--- config.mk ---
export PLATFORM = sky130hd
export DESIGN_NAME = branch_predictor
export DESIGN_NICKNAME = d
export VERILOG_FILES = /design/src/design/bp_pkg.sv /design/src/design/bp_way_if.sv /design/src/design/bp_way.sv /design/src/design/bp_hit_merge.sv /design/src/design/bp_update_ctrl.sv /design/src/design/branch_predictor.sv
export SDC_FILE = /design/constraint.sdc
export NUM_CORES = 2
export LEC_CHECK = 0
export BUFFER_PORTS_ARGS = -buffer_cell sky130_fd_sc_hd__buf_2
export CAP_MARGIN = 30
export CORE_UTILIZATION = 35
export CTS_BUF_LIST = sky130_fd_sc_hd__clkbuf_4
export DETAILED_ROUTE_END_ITERATION = 10
export MAX_ROUTING_LAYER = met4
export PLACE_DENSITY = 0.5
export SLEW_MARGIN = 20
export SYNTH_ARGS = -nofsm -noshare
export SYNTH_HDL_FRONTEND = slang
export SYNTH_SLANG_ARGS = --single-unit
export TNS_END_PERCENT = 100
--- constraint.sdc ---
create_clock -name clk -period 11.1 [get_ports clk]
set_input_delay 2.22 -clock clk [delete_from_list [all_inputs] [get_ports clk]]
set_output_delay 2.22 -clock clk [all_outputs]
set_load 0.01 [all_outputs]
--- src/design/bp_pkg.sv ---
package bp_pkg;

    parameter int ADDR_BITS = 32;

    // pc or branch target
    typedef logic [ADDR_BITS-1:0] addr_t;

    // default table geometry, handed down by the top level
    parameter int DEF_NUM_WAYS     = 2;
    parameter int DEF_NUM_SETS     = 16;
    parameter int DEF_COUNTER_BITS = 2;
    parameter int DEF_UPD_DEPTH    = 4;

    // one resolved branch waiting in the update queue
    typedef struct packed {
        addr_t pc;
        addr_t target;
        logic  taken;
    } upd_entry_t;

    // index field sits just above the two byte-offset bits
    function automatic int index_bits(int num_sets);
        return $clog2(num_sets);
    endfunction

    // tag is everything above the index
    function automatic int tag_bits(int num_sets);
        return ADDR_BITS - 2 - index_bits(num_sets);
    endfunction

    function automatic addr_t index_of(addr_t pc, int num_sets);
        addr_t mask;
        mask = addr_t'(num_sets - 1);
        return (pc >> 2) & mask;
    endfunction

    function automatic addr_t tag_of(addr_t pc, int num_sets);
        return pc >> (2 + index_bits(num_sets));
    endfunction

endpackage

--- src/design/bp_way_if.sv ---
`timescale 1ns/1ps

interface bp_way_if #(
    parameter int NUM_SETS     = bp_pkg::DEF_NUM_SETS,
    parameter int COUNTER_BITS = bp_pkg::DEF_COUNTER_BITS
) (
    input logic clk,
    input logic reset
);
    localparam int INDEX_BITS = bp_pkg::index_bits(NUM_SETS);
    localparam int TAG_BITS   = bp_pkg::tag_bits(NUM_SETS);

    // lookup addresses: fetch pc, pc+4 and the update queue head
    logic [INDEX_BITS-1:0]   pc_index;
    logic [TAG_BITS-1:0]     pc_tag;
    logic [INDEX_BITS-1:0]   pcp4_index;
    logic [TAG_BITS-1:0]     pcp4_tag;
    logic [INDEX_BITS-1:0]   upd_index;
    logic [TAG_BITS-1:0]     upd_tag;

    // write side, addressed by upd_index
    logic                    wr_en;
    logic                    wr_alloc;
    bp_pkg::addr_t           wr_target;
    logic [COUNTER_BITS-1:0] wr_counter;

    // per-port lookup results
    logic                    pc_hit;
    bp_pkg::addr_t           pc_target;
    logic [COUNTER_BITS-1:0] pc_counter;
    logic                    pcp4_hit;
    bp_pkg::addr_t           pcp4_target;
    logic [COUNTER_BITS-1:0] pcp4_counter;
    logic                    upd_hit;
    logic [COUNTER_BITS-1:0] upd_counter;

    modport feeder (
        output pc_index, pc_tag, pcp4_index, pcp4_tag, upd_index, upd_tag,
        output wr_en, wr_alloc, wr_target, wr_counter
    );

    modport way (
        input  pc_index, pc_tag, pcp4_index, pcp4_tag, upd_index, upd_tag,
        input  wr_en, wr_alloc, wr_target, wr_counter,
        output pc_hit, pc_target, pc_counter, pcp4_hit, pcp4_target, pcp4_counter,
        output upd_hit, upd_counter
    );

    modport drain (
        input clk, reset,
        input pc_hit, pc_target, pc_counter, pcp4_hit, pcp4_target, pcp4_counter,
        input upd_hit, upd_counter
    );

endinterface

--- src/design/bp_way.sv ---
`timescale 1ns/1ps

module bp_way #(
    parameter int NUM_SETS     = bp_pkg::DEF_NUM_SETS,
    parameter int COUNTER_BITS = bp_pkg::DEF_COUNTER_BITS
) (
    input logic   clk,
    input logic   reset,
    bp_way_if.way port
);
    localparam int TAG_BITS = bp_pkg::tag_bits(NUM_SETS);

    logic [NUM_SETS-1:0]     valid;
    logic [TAG_BITS-1:0]     tags     [NUM_SETS];
    bp_pkg::addr_t           targets  [NUM_SETS];
    logic [COUNTER_BITS-1:0] counters [NUM_SETS];

    // only the valid bits come out of reset
    always_ff @(posedge clk) begin
        if (reset) begin
            valid <= '0;
        end else if (port.wr_en && port.wr_alloc) begin
            valid[port.upd_index] <= 1'b1;
        end
    end

    // training rewrites just the counter
    always_ff @(posedge clk) begin
        if (port.wr_en) begin
            counters[port.upd_index] <= port.wr_counter;
            if (port.wr_alloc) begin
                tags[port.upd_index]    <= port.upd_tag;
                targets[port.upd_index] <= port.wr_target;
            end
        end
    end

    // fetch pc lookup
    assign port.pc_hit     = valid[port.pc_index] && (tags[port.pc_index] == port.pc_tag);
    assign port.pc_target  = targets[port.pc_index];
    assign port.pc_counter = counters[port.pc_index];

    // sequential pc+4 lookup
    assign port.pcp4_hit     = valid[port.pcp4_index] &&
                               (tags[port.pcp4_index] == port.pcp4_tag);
    assign port.pcp4_target  = targets[port.pcp4_index];
    assign port.pcp4_counter = counters[port.pcp4_index];

    // queue head lookup, feeds the training path
    assign port.upd_hit     = valid[port.upd_index] && (tags[port.upd_index] == port.upd_tag);
    assign port.upd_counter = counters[port.upd_index];

    // an allocation must never duplicate a tag already held here
    no_dup_alloc_a: assert property (@(posedge clk) disable iff (reset)
        (port.wr_en && port.wr_alloc) |-> !port.upd_hit)
        else $error("allocation into a set that already holds the tag");

endmodule

--- src/design/bp_hit_merge.sv ---
`timescale 1ns/1ps

module bp_hit_merge #(
    parameter int NUM_WAYS     = bp_pkg::DEF_NUM_WAYS,
    parameter int COUNTER_BITS = bp_pkg::DEF_COUNTER_BITS,
    localparam int WAY_BITS    = $clog2(NUM_WAYS)
) (
    bp_way_if.drain                 ways [NUM_WAYS-1:0],
    output logic                    hit,
    output logic                    hit_pc,
    output logic                    hit_pcp4,
    output bp_pkg::addr_t           pred_target,
    output logic                    pred_taken,
    output logic [WAY_BITS-1:0]     pred_way,
    output logic                    upd_hit,
    output logic [WAY_BITS-1:0]     upd_way,
    output logic [COUNTER_BITS-1:0] upd_counter
);
    logic [NUM_WAYS-1:0]     pc_hit_v, pcp4_hit_v, upd_hit_v;
    bp_pkg::addr_t           pc_target_a   [NUM_WAYS];
    bp_pkg::addr_t           pcp4_target_a [NUM_WAYS];
    logic [COUNTER_BITS-1:0] pc_counter_a  [NUM_WAYS];
    logic [COUNTER_BITS-1:0] pcp4_counter_a[NUM_WAYS];
    logic [COUNTER_BITS-1:0] upd_counter_a [NUM_WAYS];
    logic [WAY_BITS-1:0]     pc_way, pcp4_way;
    logic                    chk_clk, chk_reset;

    // flatten the interface array
    for (genvar i = 0; i < NUM_WAYS; i++) begin : g_way
        assign pc_hit_v[i]       = ways[i].pc_hit;
        assign pcp4_hit_v[i]     = ways[i].pcp4_hit;
        assign upd_hit_v[i]      = ways[i].upd_hit;
        assign pc_target_a[i]    = ways[i].pc_target;
        assign pcp4_target_a[i]  = ways[i].pcp4_target;
        assign pc_counter_a[i]   = ways[i].pc_counter;
        assign pcp4_counter_a[i] = ways[i].pcp4_counter;
        assign upd_counter_a[i]  = ways[i].upd_counter;
    end

    assign chk_clk   = ways[0].clk;
    assign chk_reset = ways[0].reset;

    // hit flags to way numbers
    always_comb begin
        pc_way   = '0;
        pcp4_way = '0;
        upd_way  = '0;
        for (int i = 0; i < NUM_WAYS; i++) begin
            if (pc_hit_v[i]) begin
                pc_way = WAY_BITS'(i);
            end
            if (pcp4_hit_v[i]) begin
                pcp4_way = WAY_BITS'(i);
            end
            if (upd_hit_v[i]) begin
                upd_way = WAY_BITS'(i);
            end
        end
    end

    assign hit_pc   = |pc_hit_v;
    assign hit_pcp4 = |pcp4_hit_v;
    assign hit      = hit_pc || hit_pcp4;

    // pc side wins over pc+4
    assign pred_way    = hit_pc ? pc_way : pcp4_way;
    assign pred_target = hit_pc   ? pc_target_a[pc_way] :
                         hit_pcp4 ? pcp4_target_a[pcp4_way] : '0;
    assign pred_taken  = hit_pc   ? pc_counter_a[pc_way][COUNTER_BITS-1] :
                         hit_pcp4 ? pcp4_counter_a[pcp4_way][COUNTER_BITS-1] : 1'b0;

    assign upd_hit     = |upd_hit_v;
    assign upd_counter = upd_counter_a[upd_way];

    // tags are unique within a set across all ways
    one_hit_a: assert property (@(posedge chk_clk) disable iff (chk_reset)
        $onehot0(pc_hit_v) && $onehot0(pcp4_hit_v) && $onehot0(upd_hit_v))
        else $error("more than one way hit on a read port");

endmodule

--- src/design/bp_update_ctrl.sv ---
`timescale 1ns/1ps

module bp_update_ctrl #(
    parameter int NUM_WAYS     = bp_pkg::DEF_NUM_WAYS,
    parameter int NUM_SETS     = bp_pkg::DEF_NUM_SETS,
    parameter int COUNTER_BITS = bp_pkg::DEF_COUNTER_BITS,
    parameter int UPD_DEPTH    = bp_pkg::DEF_UPD_DEPTH,
    localparam int WAY_BITS    = $clog2(NUM_WAYS)
) (
    input  logic                    clk,
    input  logic                    reset,
    input  logic                    upd_valid,
    input  bp_pkg::addr_t           upd_pc,
    input  bp_pkg::addr_t           upd_target,
    input  logic                    upd_taken,
    output logic                    upd_credit,
    input  bp_pkg::addr_t           pred_pc,
    input  logic                    upd_hit,
    input  logic [WAY_BITS-1:0]     upd_way,
    input  logic [COUNTER_BITS-1:0] upd_counter,
    // pred_hit is the pc-side hit, pred_hit_pcp4 the pc+4 side
    input  logic                    pred_hit,
    input  logic                    pred_hit_pcp4,
    input  logic [WAY_BITS-1:0]     pred_way,
    bp_way_if.feeder                ways [NUM_WAYS-1:0]
);
    localparam int INDEX_BITS = bp_pkg::index_bits(NUM_SETS);
    localparam int TAG_BITS   = bp_pkg::tag_bits(NUM_SETS);
    localparam int PTR_BITS   = (UPD_DEPTH > 1) ? $clog2(UPD_DEPTH) : 1;
    localparam int CNT_BITS   = $clog2(UPD_DEPTH + 1);

    bp_pkg::upd_entry_t      queue [UPD_DEPTH];
    bp_pkg::upd_entry_t      head;
    logic [PTR_BITS-1:0]     wr_ptr, rd_ptr;
    logic [CNT_BITS-1:0]     count;
    logic                    retire;
    bp_pkg::addr_t           pcp4_pc;
    logic [INDEX_BITS-1:0]   pc_index, pcp4_index, head_index, pred_index;
    logic [TAG_BITS-1:0]     pc_tag, pcp4_tag, head_tag;
    logic [NUM_WAYS-2:0]     plru [NUM_SETS];
    logic [WAY_BITS-1:0]     victim, wr_way;
    logic                    do_train, do_alloc, pred_touch;
    logic [COUNTER_BITS-1:0] trained, wr_counter;
    logic [NUM_WAYS-1:0]     wr_en_vec;

    function automatic logic [PTR_BITS-1:0] next_ptr(logic [PTR_BITS-1:0] p);
        return (p == PTR_BITS'(UPD_DEPTH - 1)) ? '0 : p + 1'b1;
    endfunction

    // walk the tree: each node bit names the colder half
    function automatic logic [WAY_BITS-1:0] plru_victim(logic [NUM_WAYS-2:0] tree);
        int                  node;
        logic                b;
        logic [WAY_BITS-1:0] way;
        node = 0;
        way  = '0;
        for (int lvl = 0; lvl < WAY_BITS; lvl++) begin
            b    = tree[node];
            way  = (way << 1) | WAY_BITS'(b);
            node = 2 * node + 1 + int'(b);
        end
        return way;
    endfunction

    // point every node on the path away from the touched way
    function automatic logic [NUM_WAYS-2:0] plru_touch(logic [NUM_WAYS-2:0] tree,
                                                      logic [WAY_BITS-1:0] way);
        int                  node;
        logic                b;
        logic [NUM_WAYS-2:0] t;
        t    = tree;
        node = 0;
        for (int lvl = 0; lvl < WAY_BITS; lvl++) begin
            b       = way[WAY_BITS-1-lvl];
            t[node] = ~b;
            node    = 2 * node + 1 + int'(b);
        end
        return t;
    endfunction

    // queue payload
    always_ff @(posedge clk) begin
        if (upd_valid) begin
            queue[wr_ptr] <= '{pc: upd_pc, target: upd_target, taken: upd_taken};
        end
    end

    always_ff @(posedge clk) begin
        if (reset) begin
            wr_ptr <= '0;
            rd_ptr <= '0;
            count  <= '0;
        end else begin
            if (upd_valid) begin
                wr_ptr <= next_ptr(wr_ptr);
            end
            if (retire) begin
                rd_ptr <= next_ptr(rd_ptr);
            end
            count <= count + CNT_BITS'(upd_valid) - CNT_BITS'(retire);
        end
    end

    // one entry retires every cycle the queue holds anything
    assign retire     = (count != '0);
    assign upd_credit = retire;
    assign head       = queue[rd_ptr];

    assign pcp4_pc    = pred_pc + bp_pkg::ADDR_BITS'(4);
    assign pc_index   = INDEX_BITS'(bp_pkg::index_of(pred_pc, NUM_SETS));
    assign pc_tag     = TAG_BITS'(bp_pkg::tag_of(pred_pc, NUM_SETS));
    assign pcp4_index = INDEX_BITS'(bp_pkg::index_of(pcp4_pc, NUM_SETS));
    assign pcp4_tag   = TAG_BITS'(bp_pkg::tag_of(pcp4_pc, NUM_SETS));
    assign head_index = INDEX_BITS'(bp_pkg::index_of(head.pc, NUM_SETS));
    assign head_tag   = TAG_BITS'(bp_pkg::tag_of(head.pc, NUM_SETS));

    // saturating counter step
    always_comb begin
        trained = upd_counter;
        if (head.taken && upd_counter != '1) begin
            trained = upd_counter + 1'b1;
        end else if (!head.taken && upd_counter != '0) begin
            trained = upd_counter - 1'b1;
        end
    end

    assign victim     = plru_victim(plru[head_index]);
    assign do_train   = retire && upd_hit;
    assign do_alloc   = retire && !upd_hit && head.taken;
    assign wr_way     = upd_hit ? upd_way : victim;
    assign wr_counter = do_alloc ? '1 : trained;

    for (genvar i = 0; i < NUM_WAYS; i++) begin : g_way
        assign wr_en_vec[i]      = (do_train || do_alloc) && (wr_way == WAY_BITS'(i));
        assign ways[i].pc_index   = pc_index;
        assign ways[i].pc_tag     = pc_tag;
        assign ways[i].pcp4_index = pcp4_index;
        assign ways[i].pcp4_tag   = pcp4_tag;
        assign ways[i].upd_index  = head_index;
        assign ways[i].upd_tag    = head_tag;
        assign ways[i].wr_en      = wr_en_vec[i];
        assign ways[i].wr_alloc   = do_alloc;
        assign ways[i].wr_target  = head.target;
        assign ways[i].wr_counter = wr_counter;
    end

    assign pred_touch = pred_hit || pred_hit_pcp4;
    assign pred_index = pred_hit ? pc_index : pcp4_index;

    // allocation takes the set when both touch the same one
    always_ff @(posedge clk) begin
        if (reset) begin
            for (int s = 0; s < NUM_SETS; s++) begin
                plru[s] <= '0;
            end
        end else begin
            if (pred_touch && !(do_alloc && pred_index == head_index)) begin
                plru[pred_index] <= plru_touch(plru[pred_index], pred_way);
            end
            if (do_alloc) begin
                plru[head_index] <= plru_touch(plru[head_index], victim);
            end
        end
    end

    overflow_a: assert property (@(posedge clk) disable iff (reset)
        upd_valid |-> count < CNT_BITS'(UPD_DEPTH))
        else $error("update queue overflow");

endmodule

--- src/design/branch_predictor.sv ---
`timescale 1ns/1ps

module branch_predictor #(
    parameter int NUM_WAYS     = bp_pkg::DEF_NUM_WAYS,
    parameter int NUM_SETS     = bp_pkg::DEF_NUM_SETS,
    parameter int COUNTER_BITS = bp_pkg::DEF_COUNTER_BITS,
    parameter int UPD_DEPTH    = bp_pkg::DEF_UPD_DEPTH,
    localparam int WAY_BITS    = $clog2(NUM_WAYS)
) (
    input  logic          clk,
    input  logic          reset,
    // prediction
    input  bp_pkg::addr_t pred_pc,
    output logic          hit,
    output logic          hit_pc,
    output logic          hit_pcp4,
    output bp_pkg::addr_t pred_target,
    output logic          pred_taken,
    // resolved branches from execute
    input  logic          upd_valid,
    input  bp_pkg::addr_t upd_pc,
    input  bp_pkg::addr_t upd_target,
    input  logic          upd_taken,
    output logic          upd_credit
);
    logic                    upd_hit;
    logic [WAY_BITS-1:0]     upd_way;
    logic [COUNTER_BITS-1:0] upd_counter;
    logic [WAY_BITS-1:0]     pred_way;

    bp_way_if #(
        .NUM_SETS    (NUM_SETS),
        .COUNTER_BITS(COUNTER_BITS)
    ) ways [NUM_WAYS-1:0] (
        .clk  (clk),
        .reset(reset)
    );

    bp_update_ctrl #(
        .NUM_WAYS    (NUM_WAYS),
        .NUM_SETS    (NUM_SETS),
        .COUNTER_BITS(COUNTER_BITS),
        .UPD_DEPTH   (UPD_DEPTH)
    ) update_ctrl_i (
        .clk          (clk),
        .reset        (reset),
        .upd_valid    (upd_valid),
        .upd_pc       (upd_pc),
        .upd_target   (upd_target),
        .upd_taken    (upd_taken),
        .upd_credit   (upd_credit),
        .pred_pc      (pred_pc),
        .upd_hit      (upd_hit),
        .upd_way      (upd_way),
        .upd_counter  (upd_counter),
        .pred_hit     (hit_pc),
        .pred_hit_pcp4(hit_pcp4),
        .pred_way     (pred_way),
        .ways         (ways)
    );

    for (genvar i = 0; i < NUM_WAYS; i++) begin : g_way
        bp_way #(
            .NUM_SETS    (NUM_SETS),
            .COUNTER_BITS(COUNTER_BITS)
        ) way_i (
            .clk  (clk),
            .reset(reset),
            .port (ways[i])
        );
    end

    bp_hit_merge #(
        .NUM_WAYS    (NUM_WAYS),
        .COUNTER_BITS(COUNTER_BITS)
    ) hit_merge_i (
        .ways       (ways),
        .hit        (hit),
        .hit_pc     (hit_pc),
        .hit_pcp4   (hit_pcp4),
        .pred_target(pred_target),
        .pred_taken (pred_taken),
        .pred_way   (pred_way),
        .upd_hit    (upd_hit),
        .upd_way    (upd_way),
        .upd_counter(upd_counter)
    );

endmodule

* Word level (Yosys, flattened, before mapping)
Memories as Yosys holds them, arrays and structs flattened. A register that Yosys moved wholly into a read port is not among the register bits.
Index checks and enable logic that the tools add are counted.
** Word-level totals
- ROM bits :: 0
- Input port bits :: 100
- Register bits after elaboration :: 39
- Output and inout bits :: 37
- Latch bits :: 0
- Word-level logic and storage cells :: 145
- Bits in writable memories :: 2196
- Memories :: 8
** Operators by class
- Multipliers :: 0
- Bitwise gates (word level) :: 8
- Shift operators :: 0
- Reduce and logical (&&, ||, !) cells :: 30
- Equal/unequal tests :: 10
- $lt $le $gt $ge :: 7
- Divide/modulo/power cells :: 0
- Muxes and demuxes :: 70
- Add/subtract/negate cells :: 7
** Memory list
- g_way[0].way_i.targets :: words 16, bits a word 32, read ports 2, clocked after memory_dff 0, wr ports 1, RTL line bp_way.sv:15 : bp_pkg::addr_t targets [NUM_SETS];
- g_way[1].way_i.targets :: words 16, bits a word 32, read ports 2, clocked after memory_dff 0, wr ports 1, RTL line bp_way.sv:15
- g_way[0].way_i.tags :: words 16, bits a word 26, read ports 3, clocked after memory_dff 0, wr ports 1, RTL line bp_way.sv:14 : logic [TAG_BITS-1:0] tags [NUM_SETS];
- g_way[1].way_i.tags :: words 16, bits a word 26, read ports 3, clocked after memory_dff 0, wr ports 1, RTL line bp_way.sv:14
- update_ctrl_i.queue :: words 4, bits a word 65, read ports 1, clocked after memory_dff 1, wr ports 1, RTL line bp_update_ctrl.sv:32 : bp_pkg::upd_entry_t queue [UPD_DEPTH];
- g_way[0].way_i.counters :: words 16, bits a word 2, read ports 3, clocked after memory_dff 0, wr ports 1, RTL line bp_way.sv:16 : logic [COUNTER_BITS-1:0] counters [NUM_SETS];
- 2 more memories
** Operators by type and width (number)
- $mux W32 :: 8
- $eq A26 B26 Y1 :: 6
- $mux W1 :: 36
- $add A32 B3 Y32 const B :: 1
- $mux W2 :: 16
- $or A16 B16 Y16 :: 2
- $bmux W1 S4 :: 6
- $logic_and A1 B1 Y1 :: 18
- $lt A4 B5 Y1 const B :: 3
- $mux W4 :: 3
- $add A2 B1 Y2 const B :: 3
- $ge A2 B2 Y1 const B :: 3
- $not A1 Y2 :: 3
- $reduce_or A2 Y1 :: 3
- $demux W1 S4 :: 1
- $eq A2 B2 Y1 const B :: 2
- $eq A4 B4 Y1 :: 1
- $ge A4 B1 Y1 const B :: 1
- $add A3 B1 Y3 :: 1
- $logic_not A1 Y1 :: 3
- $not A1 Y1 :: 3
- $reduce_bool A3 Y1 :: 1
- $sub A3 B1 Y3 :: 1
- $logic_or A1 B1 Y1 :: 2
- 4 further kinds :: 5

* Longest topological paths before layout
- Word-level depth :: 15
- Mapped depth :: 21
- Gate-level depth less buffers :: 14

* By module
A second synthesis with hierarchy kept.
** Second synthesis, totals
- Cell total of the unflattened synthesis :: 6051
- Area, all modules :: 113614.0 sq um
** Modules (own cells, without submodules)
- bp_way :: instances 2, area an instance 49985.4 sq um, seq. area each 29148.0 sq um, cells each 2575
- bp_update_ctrl :: instances 1, area an instance 12647.1 sq um, seq. area each 8227.9 sq um, cells each 776
- bp_hit_merge :: instances 1, area an instance 996.0 sq um, seq. area each 0.0 sq um, cells each 125

* Worst setup path before layout
OpenSTA, ideal clock, no wires.
- Path type :: input to output
- Start point :: input port pred_pc[2]
- End point :: output port pred_target[22]
- Stages :: 15
- Data required time :: 8.880 ns
- Path buffers :: 4
- Data arrival time :: 6.252 ns
- Slack :: 2.628 ns
- Path through :: ha_1 > buf_2 > buf_2 > buf_1 > mux4_2 > mux4_2 > and3_1 > nor4_1 > nand4_1 > nor4_2 > a41oi_2 > buf_2 > a21oi_1 > mux2i_1 > a21oi_1
** On the way
- Longest elaborated chain between the ends :: 11
- Elaborated cells between the ends (all ways) :: 35
- Those cells by class :: add/sub (1); eq/ne (4); mux (18); bitwise (2); reduce/logical (6); memory (4)
** RTL lines
- start, declared :: RTL line branch_predictor.sv:13 : input bp_pkg::addr_t pred_pc,
- $add A32 B3 Y32 :: RTL line bp_update_ctrl.sv:109 : assign pcp4_pc = pred_pc + bp_pkg::ADDR_BITS'(4);
- $mem_v2 Z16 W26 or $bmux W1 S4 (tied branches)
- $eq A26 B26 Y1 or $mux W1 (tied branches) :: RTL line bp_way.sv:45, bp_way.sv:44
- $logic_and A1 B1 Y1 :: RTL line bp_way.sv:44 : assign port.pcp4_hit = valid[port.pcp4_index] &&
- $mux W1 :: RTL line bp_hit_merge.sv:52 : if (pcp4_hit_v[i]) begin
- $not A1 Y2 (implied by the code) :: RTL line bp_hit_merge.sv:68 : hit_pcp4 ? pcp4_target_a[pcp4_way] : '0;
- $mux W32 (implied by the code) (3 in a row) :: RTL line bp_hit_merge.sv:68
- $mux W32 :: RTL line bp_hit_merge.sv:68
- $mux W32 (*) :: RTL line bp_hit_merge.sv:67 : assign pred_target = hit_pc ? pc_target_a[pc_way] :
- end, declared :: RTL line branch_predictor.sv:17 : output bp_pkg::addr_t pred_target,
Every way passes the cells marked *; elsewhere a longest branch is shown, timed or not. The select of a mux whose other input is x is not followed.

* Worst setup path after layout
- Start point :: input port pred_pc[3]
- End point :: output port pred_target[6]
Same word-level chain as after synthesis.

==> impl_metrics.tcl <==
set metrics [dict create \
    drive_gt1_share_pct 39.8 \
    fin_tns_setup_ns 0 \
    reg2reg_depth 15 \
    numCtsBuffers 619 \
    num-nets-final 6611 \
    crit_path_end "pred_target[6]" \
    crit_fanout 31 \
    p_per_area_nw_per_um2 223 \
    syn_area_um2 112000 \
    grt_pass1_vias 69200 \
    skew_ns 0.153 \
    cts_root_buffer "clkbuf_4" \
    cts_buffer_depth 4 \
    total_power_uw 28400 \
    place_hpwl_um 242000 \
    finalCritPeriodShare_pct 88.6 \
    clock_latency_ns 1.44 \
    setup_viol 0 \
    syn_inst 5982 \
    ys_async_sr_fraction_pct 0 \
    clock.fmax_mhz 102 \
    maxSlewHeadroom_pct 27.4 \
    start_kind "primary input" \
    seq_area_frac_synth_pct 59.2 \
    cts_htree_levels 6 \
    post_cts_buffers 0 \
    postCtsHoldBufs 0 \
    avgRoutedWirePerCell_um 35.5 \
    drv_slew 0 \
    synth.area.mux_share_pct 30.7 \
    synth_top_family_by_area "multiplexers" \
    yosys.area_share.xor_xnor_pct 1.58 \
    ys.flop_type "edfxtp_1" \
    irDropWorstVdd_mv 0.145 \
    avgViaCountPerCell 6.11 \
    synth_fa_ha_area_share_pct 0.129 \
    tightestPinTransition_ns 1.08 \
    status "completed" \
    arrival_ns 7.62 \
    reg2reg_to "g_way[1].way_i.targets[2][14]" \
    synthesis.nets 6093 \
    grt_max_degree 107 \
    routed_wl_um 400000 \
    port_buffers 132 \
    antenna_found_initial 46 \
    maxCapViolations 0 \
    grt_usage_pct 25.2 \
    synth.most_common_cell "edfxtp_1" \
    crit_path_start "pred_pc[3]" \
    drt_pass1_iterations 6 \
    hp-class "reg2reg" \
    drtIter0Drc 7949 \
    grt_pass1_wl_um 553000 \
    wl_met3_um 35100 \
    r2r_setup_slack_ns 2.57 \
    ys_types 90 \
    synthTopCellsByCount "edfxtp_1 (2188), mux4_2 (1283), mux2i_1 (492)" \
    clkTransAtPathRegs_ns 0.06 \
    ant_nets 0 \
    yosysWarnings 0 \
    gr-total-overflow 0 \
    chipWidth_um 569 \
    core_area_um2 319000 \
    synth_compound_area_share_pct 3.09 \
    synthSimpleGateAreaFrac_pct 3.03 \
    finalWeightedCongestion 0.962 \
    avgSynthCellArea_um2 18.8 \
    post-route-min-period_ns 9.84 \
    seqCellArea_um2 66500 \
    wl_met2_um 185000 \
    dieHeight_um 569 \
    synth.ff_latch_count 2229 \
    rows 207 \
    drc 0 \
    rsz0062_at_grt "false" \
    worstSetupPathType "in2out" \
    final_core_util_pct 39.9 \
    yosysTopAreaCell "edfxtp_1" \
    synth_top_area_share_pct 58.5 \
    ios 137 \
    dr_total_vias 68900 \
    start_util_pct 35.3 \
    wl_met1_um 167000 \
    layout.filler_cells 29000 \
    synth_area_leaders "edfxtp_1 (58%), mux4_2 (26%), mux2i_1 (4.4%), xnor2_1 (0.89%), buf_2 (0.85%)" \
    cts_tree "done" \
    ctsResizeCount 0 \
    clock_sinks 2229 \
    finalHoldViolCount 0 \
    required_ns 8.88 \
    top_layer "met4" \
    die-area_um2 323000 \
    area_growth_pct 13.1 \
    end_kind "primary output" \
    multi_input_area_um2 43600 \
    synth_edf_count 2188 \
    power_leakage_uw 0.0412 \
]
==> area by class of cell <==
type / count / share of cell area [%]
multi-input combinational: 3222 / 34.3
antenna: 34 / 0.0670
tap: 4284 / 4.22
sequential: 2229 / 52.4
inverter: 29 / 0.0916
clock inverter: 222 / 1.22
timing repair buffer: 399 / 2.64
clock buffer: 861 / 5.09
==> layout by cell type, fill, tap and decap left out, types with 112 or more instances in the layout <==
cell      instances
nor2_1          136
buf_2           128
clkbuf_4        861
edfxtp_1       2188
xnor2_1         112
clkinv_1        145
mux2i_1         492
buf_4           218
nand2_1         207
mux4_2         1279
==> how the worst min path moves through the flow <==
stage,start,endpoint,slack [ns],cells after the start
after floorplan,update_ctrl_i.rd_ptr[1],flip-flop,0.45,2
after global placement,g_way[0].way_i.valid[10],g_way[0].way_i.valid[10],0.47,2
after detailed placement,g_way[0].way_i.valid[9],g_way[0].way_i.valid[9],0.48,2
after CTS,g_way[0].way_i.valid[10],g_way[0].way_i.valid[10],0.49,2
after global routing,g_way[0].way_i.valid[9],g_way[0].way_i.valid[9],0.51,2
final,g_way[0].way_i.valid[9],g_way[0].way_i.valid[9],0.49,2
==> per-stage QoR <==
| stage | instances | hold slack (ns) | instance area, µm² | setup WS, ns |
|---|---|---|---|---|
| floorplan | 5982 | 0.450 | 112000 | 2.63 |
| global placement | 10100 | 0.472 | 119000 | 1.19 |
| detailed placement | 10200 | 0.476 | 119000 | 1.25 |
| CTS | 11200 | 0.490 | 127000 | 1.25 |
| global route | 11300 | 0.510 | 127000 | 0.999 |
| finish | 11300 | 0.486 | 127000 | 1.26 |
==> worst max-delay path, cell delays in order <==
cell and delay [ns]:
buf_8 0.20, ha_4 0.62, buf_12 0.36, buf_12 0.27, mux4_2 0.56, mux4_2 0.63
xnor2_1 0.20, nor4_1 0.30, nand4b_1 0.17, and4b_4 0.77, buf_4 0.24, nand2_1 0.05
a21oi_1 0.15, mux2i_1 0.10, a21oi_1 0.40, buf_2 0.23
==> state kept, by name (all words and copies together) (netlist names), named ones only <==
signal,cells
g_way.way_i.targets,1024
g_way.way_i.valid,32
g_way.way_i.tags,832
update_ctrl_i.queue,252
update_ctrl_i.count,3
update_ctrl_i.rd_ptr,2
update_ctrl_i.plru,16
update_ctrl_i.wr_ptr,2
g_way.way_i.counters,64
==> per-layer routing <==
layer | track usage, % | up-vias
li1 | - | 27100
met1 | 34.0 | 37300
met2 | 37.8 | 3705
met5 | - | -
met3 | 5.30 | 699
met4 | 8.60 | 0
==> logic make-up after synthesis <==
family | Yosys count
and+or+nand+nor | 687
muxes | 1832
AOI/OAI and AO/OA | 494
DFF | 2229
adders and majority gates | 11
buffers and inverters | 531
xor gates and xnor gates | 198
==> power breakdown <==
group / switching (µW) / internal (µW)
Sequential: 258 / 11100
Combinational: 6380 / 2900
Clock: 3620 / 4140
Power figures use the tool's default switching activity.
